$ cat src/hw/board_pkg.sv
`default_nettype none

package board_pkg;

  // ============================
  // Pad counts
  // ============================

  localparam int GPIO_W = 32;
  localparam int QSPI_W = 4;

  // One bit per pad, bit n is pad n
  typedef logic [GPIO_W-1:0] gpio_vec_t;
  typedef logic [QSPI_W-1:0] qspi_vec_t;

  // ============================
  // Clock and reset defaults
  // ============================

  // 8.388608 MHz / 256 gives 32.768 kHz
  localparam int LF_DIV_DEF = 256;

  // Peripheral reset stretch after erst_n release
  localparam int RST_HOLD_DEF = 16;

  // Reset sequencer states
  typedef enum logic [1:0] {
    RST_ASSERT = 2'd0, // Button pressed or not yet synced
    RST_HOLD   = 2'd1, // External reset released, peripherals held
    RST_RUN    = 2'd2  // All resets released
  } rst_state_t;

endpackage

`default_nettype wire

$ cat src/hw/pad_if.sv
`timescale 1ns/1ps
`default_nettype none

interface pad_if #(
  parameter int WIDTH = 1
);

  logic [WIDTH-1:0] oval; // Value driven by the SoC
  logic [WIDTH-1:0] oe;   // Output enable
  logic [WIDTH-1:0] ie;   // Input enable
  logic [WIDTH-1:0] ival; // Value returned to the SoC

  // SoC side
  modport core (
    output oval, oe, ie,
    input  ival
  );

  // Buffer side
  modport pad (
    input  oval, oe, ie,
    output ival
  );

endinterface

`default_nettype wire

$ cat src/hw/lf_clk_div.sv
`timescale 1ns/1ps
`default_nettype none

module lf_clk_div #(
  parameter int LF_DIV = board_pkg::LF_DIV_DEF
) (
  input  logic clk50mhz_i,
  input  logic rst_i,
  output logic lfclk_o
);

  localparam int HALF  = LF_DIV / 2;
  localparam int CNT_W = (HALF > 1) ? $clog2(HALF) : 1;

  localparam logic [CNT_W-1:0] CNT_LAST = CNT_W'(HALF - 1);

  logic [CNT_W-1:0] cnt;
  logic             lfclk_q;

  // ============================
  // Half-period counter
  // ============================

  always_ff @(posedge clk50mhz_i) begin
    if (rst_i) begin
      cnt     <= '0;
      lfclk_q <= 1'b0; // Starts low
    end else if (cnt == CNT_LAST) begin
      cnt     <= '0;
      lfclk_q <= ~lfclk_q;
    end else begin
      cnt <= cnt + 1'b1;
    end
  end

  // Square wave, period LF_DIV cycles
  assign lfclk_o = lfclk_q;

endmodule

`default_nettype wire

$ cat src/hw/pad_bank.sv
`timescale 1ns/1ps
`default_nettype none

module pad_bank #(
  parameter int WIDTH   = 1,
  parameter bit GATE_IE = 1'b1
) (
  pad_if.pad               core,
  input  logic [WIDTH-1:0] pad_i,
  output logic [WIDTH-1:0] pad_o,
  output logic [WIDTH-1:0] pad_oe_o
);

  logic [WIDTH-1:0] buf_rd;

  // ============================
  // Bidirectional buffers
  // ============================

  // Pin driven from the core under oe
  assign pad_o    = core.oval;
  assign pad_oe_o = core.oe;

  // Read-back sees the driven level when enabled
  assign buf_rd = (core.oe & core.oval) | (~core.oe & pad_i);

  generate
    if (GATE_IE) begin : g_ie_gate
      assign core.ival = buf_rd & core.ie;
    end else begin : g_no_gate
      assign core.ival = buf_rd; // Input always on
    end
  endgenerate

endmodule

`default_nettype wire

$ cat src/hw/pad_ring.sv
`timescale 1ns/1ps
`default_nettype none

module pad_ring (
  pad_if.pad                 gpio,
  pad_if.pad                 qspi,
  input  board_pkg::gpio_vec_t gpio_pad_i,
  output board_pkg::gpio_vec_t gpio_pad_o,
  output board_pkg::gpio_vec_t gpio_pad_oe_o,
  input  board_pkg::qspi_vec_t qspi_dq_pad_i,
  output board_pkg::qspi_vec_t qspi_dq_pad_o,
  output board_pkg::qspi_vec_t qspi_dq_pad_oe_o,
  input  logic               qspi_sck_oval_i,
  output logic               qspi_sck_o,
  input  logic               qspi_cs_oval_i,
  output logic               qspi_cs_o,
  input  logic               mcu_tck_i,
  input  logic               mcu_tms_i,
  input  logic               mcu_tdi_i,
  output logic               jtag_tck_ival_o,
  output logic               jtag_tms_ival_o,
  output logic               jtag_tdi_ival_o,
  input  logic               jtag_tdo_oval_i,
  input  logic               jtag_tdo_oe_i,
  output logic               mcu_tdo_o,
  output logic               mcu_tdo_oe_o,
  input  logic               mcu_wakeup_i,
  output logic               pmu_dwakeup_n_o,
  input  logic               pmu_vddpaden_oval_i,
  input  logic               pmu_padrst_oval_i,
  output logic               pmu_paden_o,
  output logic               pmu_padrst_o
);

  import board_pkg::*;

  // ============================
  // Data pad banks
  // ============================

  pad_bank #(
    .WIDTH   (GPIO_W),
    .GATE_IE (1'b1)
  ) gpio_bank (
    .core     (gpio),
    .pad_i    (gpio_pad_i),
    .pad_o    (gpio_pad_o),
    .pad_oe_o (gpio_pad_oe_o)
  );

  // QSPI reads back regardless of ie
  pad_bank #(
    .WIDTH   (QSPI_W),
    .GATE_IE (1'b0)
  ) qspi_bank (
    .core     (qspi),
    .pad_i    (qspi_dq_pad_i),
    .pad_o    (qspi_dq_pad_o),
    .pad_oe_o (qspi_dq_pad_oe_o)
  );

  // ============================
  // Single pins
  // ============================

  assign qspi_sck_o = qspi_sck_oval_i;
  assign qspi_cs_o  = qspi_cs_oval_i;

  // JTAG inputs only
  assign jtag_tck_ival_o = mcu_tck_i;
  assign jtag_tms_ival_o = mcu_tms_i;
  assign jtag_tdi_ival_o = mcu_tdi_i;

  assign mcu_tdo_o    = jtag_tdo_oval_i;
  assign mcu_tdo_oe_o = jtag_tdo_oe_i; // Tristate control for TDO

  // Wake button is active high, SoC wants active low
  assign pmu_dwakeup_n_o = ~mcu_wakeup_i;

  assign pmu_paden_o  = pmu_vddpaden_oval_i;
  assign pmu_padrst_o = pmu_padrst_oval_i;

endmodule

`default_nettype wire

$ cat src/hw/reset_ctrl.sv
`timescale 1ns/1ps
`default_nettype none

module reset_ctrl #(
  parameter int RST_HOLD = board_pkg::RST_HOLD_DEF
) (
  input  logic clk50mhz_i,
  input  logic rst_i,
  input  logic fpga_rst_n_i,
  input  logic mcu_rst_n_i,
  output logic erst_n_o,
  output logic periph_rst_o
);

  import board_pkg::*;

  localparam int HOLD_W = (RST_HOLD > 1) ? $clog2(RST_HOLD) : 1;

  localparam logic [HOLD_W-1:0] HOLD_LAST = HOLD_W'(RST_HOLD - 1);

  logic              btn_rst_n;
  logic              sync_ff1;
  logic              sync_ff2;
  rst_state_t        state_q;
  rst_state_t        state_nxt;
  logic [HOLD_W-1:0] hold_cnt;
  logic [HOLD_W-1:0] hold_nxt;
  logic              periph_q;

  // Either button pulls reset
  assign btn_rst_n = fpga_rst_n_i & mcu_rst_n_i;

  // ============================
  // Button synchronizer
  // ============================

  always_ff @(posedge clk50mhz_i) begin
    if (rst_i) begin
      sync_ff1 <= 1'b0;
      sync_ff2 <= 1'b0;
    end else begin
      sync_ff1 <= btn_rst_n;
      sync_ff2 <= sync_ff1;
    end
  end

  assign erst_n_o = sync_ff2;

  // ============================
  // Peripheral reset sequencer
  // ============================

  // The module parameter shadows the RST_HOLD state name
  always_comb begin
    state_nxt = state_q;
    hold_nxt  = hold_cnt;
    case (state_q)
      RST_ASSERT: begin
        if (sync_ff2) begin
          state_nxt = board_pkg::RST_HOLD;
          hold_nxt  = '0;
        end
      end
      board_pkg::RST_HOLD: begin
        if (!sync_ff2) begin
          state_nxt = RST_ASSERT;
        end else if (hold_cnt == HOLD_LAST) begin
          state_nxt = RST_RUN;
        end else begin
          hold_nxt = hold_cnt + 1'b1;
        end
      end
      RST_RUN: if (!sync_ff2) state_nxt = RST_ASSERT; // Button pressed again
      default: state_nxt = RST_ASSERT;
    endcase
  end

  always_ff @(posedge clk50mhz_i) begin
    if (rst_i) begin
      state_q  <= RST_ASSERT;
      hold_cnt <= '0;
      periph_q <= 1'b1;
    end else begin
      state_q  <= state_nxt;
      hold_cnt <= hold_nxt;
      periph_q <= (state_nxt != RST_RUN);
    end
  end

  assign periph_rst_o = periph_q;

endmodule

`default_nettype wire

$ cat src/hw/system_top.sv
`timescale 1ns/1ps
`default_nettype none

module system_top #(
  parameter int LF_DIV   = board_pkg::LF_DIV_DEF,
  parameter int RST_HOLD = board_pkg::RST_HOLD_DEF
) (
  input  logic                 clk50mhz_i,
  input  logic                 rst_i,
  input  logic                 fpga_rst_n_i,
  input  logic                 mcu_rst_n_i,

  // SoC side, GPIO
  input  board_pkg::gpio_vec_t gpio_oval_i,
  input  board_pkg::gpio_vec_t gpio_oe_i,
  input  board_pkg::gpio_vec_t gpio_ie_i,
  output board_pkg::gpio_vec_t gpio_ival_o,

  // SoC side, QSPI data
  input  board_pkg::qspi_vec_t qspi_dq_oval_i,
  input  board_pkg::qspi_vec_t qspi_dq_oe_i,
  output board_pkg::qspi_vec_t qspi_dq_ival_o,

  // Board pins
  input  board_pkg::gpio_vec_t gpio_pad_i,
  output board_pkg::gpio_vec_t gpio_pad_o,
  output board_pkg::gpio_vec_t gpio_pad_oe_o,
  input  board_pkg::qspi_vec_t qspi_dq_pad_i,
  output board_pkg::qspi_vec_t qspi_dq_pad_o,
  output board_pkg::qspi_vec_t qspi_dq_pad_oe_o,

  input  logic                 qspi_sck_oval_i,
  output logic                 qspi_sck_o,
  input  logic                 qspi_cs_oval_i,
  output logic                 qspi_cs_o,

  // JTAG
  input  logic                 mcu_tck_i,
  input  logic                 mcu_tms_i,
  input  logic                 mcu_tdi_i,
  output logic                 jtag_tck_ival_o,
  output logic                 jtag_tms_ival_o,
  output logic                 jtag_tdi_ival_o,
  input  logic                 jtag_tdo_oval_i,
  input  logic                 jtag_tdo_oe_i,
  output logic                 mcu_tdo_o,
  output logic                 mcu_tdo_oe_o,

  // Power management
  input  logic                 mcu_wakeup_i,
  output logic                 pmu_dwakeup_n_o,
  input  logic                 pmu_vddpaden_oval_i,
  input  logic                 pmu_padrst_oval_i,
  output logic                 pmu_paden_o,
  output logic                 pmu_padrst_o,

  output logic                 clk_32768hz_o,
  output logic                 erst_n_o,
  output logic                 periph_rst_o
);

  import board_pkg::*;

  pad_if #(.WIDTH(GPIO_W)) gpio_if ();
  pad_if #(.WIDTH(QSPI_W)) qspi_if ();

  // ============================
  // Core side of the pad banks
  // ============================

  assign gpio_if.oval = gpio_oval_i;
  assign gpio_if.oe   = gpio_oe_i;
  assign gpio_if.ie   = gpio_ie_i;
  assign gpio_ival_o  = gpio_if.ival;

  assign qspi_if.oval    = qspi_dq_oval_i;
  assign qspi_if.oe      = qspi_dq_oe_i;
  assign qspi_if.ie      = '1; // No ie from the flash controller
  assign qspi_dq_ival_o  = qspi_if.ival;

  // ============================
  // Clock and reset
  // ============================

  lf_clk_div #(
    .LF_DIV (LF_DIV)
  ) lf_clk_div_inst (
    .clk50mhz_i (clk50mhz_i),
    .rst_i      (rst_i),
    .lfclk_o    (clk_32768hz_o)
  );

  reset_ctrl #(
    .RST_HOLD (RST_HOLD)
  ) reset_ctrl_inst (
    .clk50mhz_i   (clk50mhz_i),
    .rst_i        (rst_i),
    .fpga_rst_n_i (fpga_rst_n_i),
    .mcu_rst_n_i  (mcu_rst_n_i),
    .erst_n_o     (erst_n_o),
    .periph_rst_o (periph_rst_o)
  );

  pad_ring pad_ring_inst (
    .gpio                (gpio_if.pad),
    .qspi                (qspi_if.pad),
    .gpio_pad_i          (gpio_pad_i),
    .gpio_pad_o          (gpio_pad_o),
    .gpio_pad_oe_o       (gpio_pad_oe_o),
    .qspi_dq_pad_i       (qspi_dq_pad_i),
    .qspi_dq_pad_o       (qspi_dq_pad_o),
    .qspi_dq_pad_oe_o    (qspi_dq_pad_oe_o),
    .qspi_sck_oval_i     (qspi_sck_oval_i),
    .qspi_sck_o          (qspi_sck_o),
    .qspi_cs_oval_i      (qspi_cs_oval_i),
    .qspi_cs_o           (qspi_cs_o),
    .mcu_tck_i           (mcu_tck_i),
    .mcu_tms_i           (mcu_tms_i),
    .mcu_tdi_i           (mcu_tdi_i),
    .jtag_tck_ival_o     (jtag_tck_ival_o),
    .jtag_tms_ival_o     (jtag_tms_ival_o),
    .jtag_tdi_ival_o     (jtag_tdi_ival_o),
    .jtag_tdo_oval_i     (jtag_tdo_oval_i),
    .jtag_tdo_oe_i       (jtag_tdo_oe_i),
    .mcu_tdo_o           (mcu_tdo_o),
    .mcu_tdo_oe_o        (mcu_tdo_oe_o),
    .mcu_wakeup_i        (mcu_wakeup_i),
    .pmu_dwakeup_n_o     (pmu_dwakeup_n_o),
    .pmu_vddpaden_oval_i (pmu_vddpaden_oval_i),
    .pmu_padrst_oval_i   (pmu_padrst_oval_i),
    .pmu_paden_o         (pmu_paden_o),
    .pmu_padrst_o        (pmu_padrst_o)
  );

endmodule

`default_nettype wire

$ cat config.mk
export PLATFORM = sky130hd
export DESIGN_NAME = system_top
export DESIGN_NICKNAME = d
export VERILOG_FILES = /design/src/hw/board_pkg.sv /design/src/hw/pad_if.sv /design/src/hw/lf_clk_div.sv /design/src/hw/pad_bank.sv /design/src/hw/pad_ring.sv /design/src/hw/reset_ctrl.sv /design/src/hw/system_top.sv
export SDC_FILE = /design/constraint.sdc
export NUM_CORES = 1
export LEC_CHECK = 0
export ABC_AREA = 1
export BUFFER_PORTS_ARGS = -buffer_cell sky130_fd_sc_hd__buf_2
export CAP_MARGIN = 40
export CORE_AREA = 2 2 108 110
export CTS_CLUSTER_DIAMETER = 30
export DETAILED_ROUTE_END_ITERATION = 10
export DIE_AREA = 0 0 110 112
export GPL_ROUTABILITY_DRIVEN = 0
export SLEW_MARGIN = 20
export SYNTH_ARGS = -nofsm -noshare
export SYNTH_HDL_FRONTEND = slang
export SYNTH_SLANG_ARGS = --single-unit
export TNS_END_PERCENT = 5
$ cat constraint.sdc
create_clock -name clk50mhz_i -period 1.7 [get_ports clk50mhz_i]
set_input_delay 0 -clock clk50mhz_i [delete_from_list [all_inputs] [get_ports clk50mhz_i]]
set_output_delay 0 -clock clk50mhz_i [all_outputs]
set_load 0.1 [all_outputs]
Yosys cells after proc, flatten, opt, wreduce, memory -nomap -nowiden --
Index checks and enable logic that the tools add are counted.
Operators by class: bitwise gates (word level) 12, mux-type cells 9, equal/unequal tests 8, div/mod/pow operators 0, magnitude comparators 0, shift-type cells 0, multipliers 0, add/subtract/negate cells 2, reductions and logical operators 4
Operators with widths (count):
- $and A32 B32 Y32 | 3
- $not A32 Y32 | 1
- $or A32 B32 Y32 | 1
- $mux W4 | 3
- $and A4 B4 Y4 | 2
- $mux W2 | 4
- $pmux W4 S2 | 1
- $add A7 B1 Y7 const B | 1
- $eq A7 B7 Y1 const B | 1
- $pmux W2 S3 | 1
- $add A4 B1 Y4 const B | 1
- $eq A4 B4 Y1 const B | 1
- $ne A2 B1 Y1 const B | 2
- $ne A2 B2 Y1 const B | 2
- $not A4 Y4 | 1
- $or A4 B4 Y4 | 1
- $reduce_and A4 Y1 | 1
- $eq A2 B1 Y1 const B | 1
- $eq A2 B2 Y1 const B | 1
- $logic_not A2 Y1 | 1
- $not A1 Y1 | 2
- $reduce_bool A2 Y1 | 1
- $reduce_or A2 Y1 | 1
- $and A1 B1 Y1 | 1
Storage, ports and cells: word-level logic and storage cells 42, memories kept 0, latch bits 0, register bits after elaboration 17, input bits 154, memory bits (read-only) 0, output and inout port bits 121, bits in writable memories 0

Depth between registers and ports, before layout --
word-level depth 5, mapped depth 8

Cells and area by module --
A second synthesis with hierarchy kept.
Second synthesis, totals: cell total of the unflattened synthesis 360, area, all modules 2114.5 µm²
By module, submodules not included:
- pad_bank at pad_ring_inst.gpio_bank | times used 1, cells an instance 224, area each 1161.1 µm², seq. area each 0.0 µm²
- reset_ctrl | times used 1, cells an instance 58, area each 419.2 µm², seq. area each 180.2 µm²
- lf_clk_div | times used 1, cells an instance 43, area each 339.1 µm², seq. area each 160.2 µm²
- pad_bank at pad_ring_inst.qspi_bank | times used 1, cells an instance 24, area each 120.1 µm², seq. area each 0.0 µm²
- pad_ring | times used 1, cells an instance 10, area each 71.3 µm², seq. area each 0.0 µm²
- system_top | times used 1, cells an instance 1, area each 3.8 µm², seq. area each 0.0 µm²

Least setup slack after synthesis --
Ideal clock, no wire load.
path kind register to register, from register reset_ctrl_inst.sync_ff2, in the netlist reset_ctrl_inst.erst_n_o, to register reset_ctrl_inst.hold_cnt[2], stages on the path, launching flop included 6, setup time 0.116 ns, arrival 1.604 ns, setup slack -0.019 ns, path through dfxtp_1 -> inv_1 -> nor2_4 -> nand2_1 -> o21ai_0 -> nor2_1
Between the ends: cells in the longest elaborated chain, start to end 2
Ends and longest elaborated chain:
- start: declaration | RTL line reset_ctrl.sv:23 | logic sync_ff2;
- start signal: assignment | RTL line reset_ctrl.sv:43 | sync_ff2 <= sync_ff1;
- $ne A2 B1 Y1 (no line)
- $reduce_and A4 Y1 (no line) *
- end signal: assignment | RTL line reset_ctrl.sv:85 | hold_cnt <= hold_nxt;
- end: declaration | RTL line reset_ctrl.sv:26 | logic [HOLD_W-1:0] hold_cnt;
Every way passes the cells marked *; elsewhere a longest branch is shown, timed or not. A chain may end at the register's enable or synchronous reset.

Worst setup path after layout --
from register lf_clk_div_inst.cnt[0], to register lf_clk_div_inst.cnt[4]
Between the ends: cells in the longest elaborated chain, start to end 2
Ends and longest elaborated chain:
- start: declaration | RTL line lf_clk_div.sv:17 | logic [CNT_W-1:0] cnt;
- start signal: assignment | RTL line lf_clk_div.sv:32 | cnt <= cnt + 1'b1;
- branches (longest 2 deep; another with $add A7 B1 Y7)
Several ways; the timed one is not identified.

==> results_dict.tcl <==
set metrics [dict create \
    outcome "finished clean" \
    instances_no_fill 600 \
    worstSetupPathType "reg2reg" \
    hold_violations 0 \
    netlist_top_cells_count "buf_4, inv_1, a21oi_1, o21ai_0, nor2_1" \
    die_w_um 110 \
    multi_input_area_um2 679 \
    clock_skew_ns 0.000716 \
    antenna_found_initial 0 \
    synth.largest_area_cell "buf_4" \
    cp-start-kind "flip-flop" \
    period_share_pct 69.5 \
    synth_edf_count 0 \
    synth_most_common_cell "buf_4" \
    cts_tree "done" \
    async_flop_share_pct 0 \
    diodes 0 \
    crit_fanout 6 \
    power_frac_comb_pct 63.9 \
    clockBufferDepth 2 \
    root_buffer "clkbuf_16" \
    core_area_um2 11200 \
    vias_per_cell 3.69 \
    power_density_nw_per_um2 888 \
    synth_top_area_share_pct 33.6 \
    initial_utilization_pct 16.2 \
    yosysWarnings 0 \
    die_h_um 112 \
    synthTopCellsByArea "buf_4, dfxtp_1, inv_1, a21oi_1, o21ai_0" \
    relSlewSlack_pct 65.4 \
    grt_start_max_net_pins 10 \
    drt_iter0_markers 44 \
    fin_nets 614 \
    cp.required_ns 1.84 \
    syn-num-nets 431 \
    antenna_left 0 \
    maxSlewViolCount 0 \
    fmax_ghz 0.846 \
    crit_path_end_kind "flip-flop" \
    clk_latency_ns 0.25 \
    routed_wl_um 6270 \
    tightest_slew_ns 0.523 \
    drive_gt1_share_pct 59.7 \
    seq_area_frac_synth_pct 18.8 \
    rows 39 \
    ys_types 20 \
    p_int_w 0.000992 \
    grt_pass1_vias 1787 \
    portBuffers 256 \
    cts_resized 0 \
    seqPwrFrac_pct 16.8 \
    ios 275 \
    syn-cell-area_um2 1810 \
    pwr-share-clk_pct 19.3 \
    grtUsageTotal_pct 8.45 \
    final.setup.worst_slack_ns 0.519 \
    avgRoutedWirePerCell_um 10.4 \
    num-fill-cells 1237 \
    htreeDepth 1 \
    min_path_type "in2out" \
    netlist_instances 275 \
    cts-buffers-inserted 3 \
    dp_hpwl_um 5530 \
    dp_slack_ns 0.523 \
    grt_pass1_wl_um 8320 \
    vias 2213 \
    drv_cap 0 \
    fin_crit_ns 1.18 \
    drc 0 \
    gr-total-overflow 0 \
    placed_cells 593 \
    p_sw_w 0.00147 \
    sw_frac_of_total_pct 59.7 \
    die_area_um2 12300 \
    peakVddDrop_v 0.000484 \
    cts_sinks 17 \
    reg2reg_depth 6 \
    tns_ns 0 \
    clkTransAtPathRegs_ns 0.05 \
    ys_ff_latch 17 \
    ys.flop_type "dfxtp_1" \
    area_delta_synth_final_pct 53.1 \
    regArea_um2 342 \
    syn_area_per_cell_um2 6.59 \
    firstDrtPassIters 4 \
    p_leak_nw 1.68 \
    rsz0062_at_grt "no" \
    cp.arrival_ns 1.32 \
    setup_viol 0 \
    worst_hold_path.num_cells 0 \
]
[what timing repair did]
action | in CTS | in global routing
buffers inserted | 0 | 0
hold endpoints to repair | 3 | 0
hold buffers | 3 | 0
[state kept, by name, summed over array words and instances (netlist names)]
signal	cells
reset_ctrl_inst.erst_n_o	1
reset_ctrl_inst.state_q	2
lf_clk_div_inst.lfclk_o	1
reset_ctrl_inst.hold_cnt	4
lf_clk_div_inst.cnt	7
reset_ctrl_inst.periph_rst_o	1
reset_ctrl_inst.sync_ff1	1
[path summary, 6_finish.rpt]
path                            startpoint                  endpoint  slack, ns
setup / recovery    lf_clk_div_inst.cnt[0]    lf_clk_div_inst.cnt[4]       0.52
hold / removal                   mcu_tdi_i           jtag_tdi_ival_o    0.00004
setup reg to reg    lf_clk_div_inst.cnt[0]    lf_clk_div_inst.cnt[4]       0.52
hold reg to reg   reset_ctrl_inst.sync_ff1  reset_ctrl_inst.erst_n_o       0.41
[layout make-up]
cell class                 count  share of cell area (%)
timing repair buffer         259                    47.3
multi-input combinational    128                    24.5
sequential                    17                    12.3
inverter                      49                    6.63
tap                          143                    6.45
clock buffer                   4                    2.84
[power groups by stage]
stage / Sequential (W) / Clock [W] / Combinational, W
final: 0.000414 / 0.000476 / 0.00157
after global routing: 0.000415 / 0.000494 / 0.00163
after CTS: 0.000414 / 0.000480 / 0.00158
after detailed placement: 0.000422 / 0 / 0.00157
after global placement: 0.000422 / 0 / 0.00157
after floorplan: 0.000426 / 0 / 0.00144
[stage by stage]
step	hold WS [ns]	total power, W	instance area [um2]	utilization, %
floorplan	0.0638	0.00187	1810	-
global placement	0.000681	0.00199	2670	23.8
detailed placement	0.000681	0.00199	2670	23.8
CTS	0.000681	0.00247	2770	24.8
global route	0.000143	0.00254	2770	24.8
finish	0.0000439	0.00246	2770	24.8
[cell usage in the layout (no fill, tap or decap), drive strengths merged]
| cell type | Yosys | routed |
|---|---|---|
| a211oi | 1 | 1 |
| mux2 | 4 | 4 |
| dlygate4sd3 | 0 | 3 |
| nor2 | 21 | 21 |
| dfxtp | 17 | 17 |
| ha | 2 | 2 |
| a21oi | 35 | 35 |
| nand2 | 20 | 20 |
| xor2 | 2 | 2 |
| xnor2 | 1 | 1 |
| inv | 49 | 49 |
| clkbuf | 0 | 4 |
| buf | 81 | 256 |
| nand4 | 2 | 2 |
| o21ai | 34 | 34 |
| nand3 | 6 | 6 |
[worst max-delay path, cell delays in order, from the launching register on]
cell	delay, ns
dfxtp_1	0.35
ha_1	0.21
nand3_2	0.13
nor2_4	0.14
nand2_2	0.07
nand2_2	0.11
nor2_1	0.06
[logic make-up after synthesis]
logic type | synth area share (%)
flops | 18.8
simple gates | 12.5
compound gates | 19.7
mux | 2.49
xor+xnor | 1.45
fa+ha+maj | 1.38
buf+inv | 43.7
[per-layer routing]
layer  part of all wire, %  vias up  routed length, um  GRT usage, %
met5                     0        -                  0             0
met4                   1.3        0                 84          2.19
met3                    11        7                685          1.11
met2                    49      116               3080          15.9
met1                    39      940               2420          9.76
li1                      -     1150                  -             -
(Power assumes the default switching activity.)
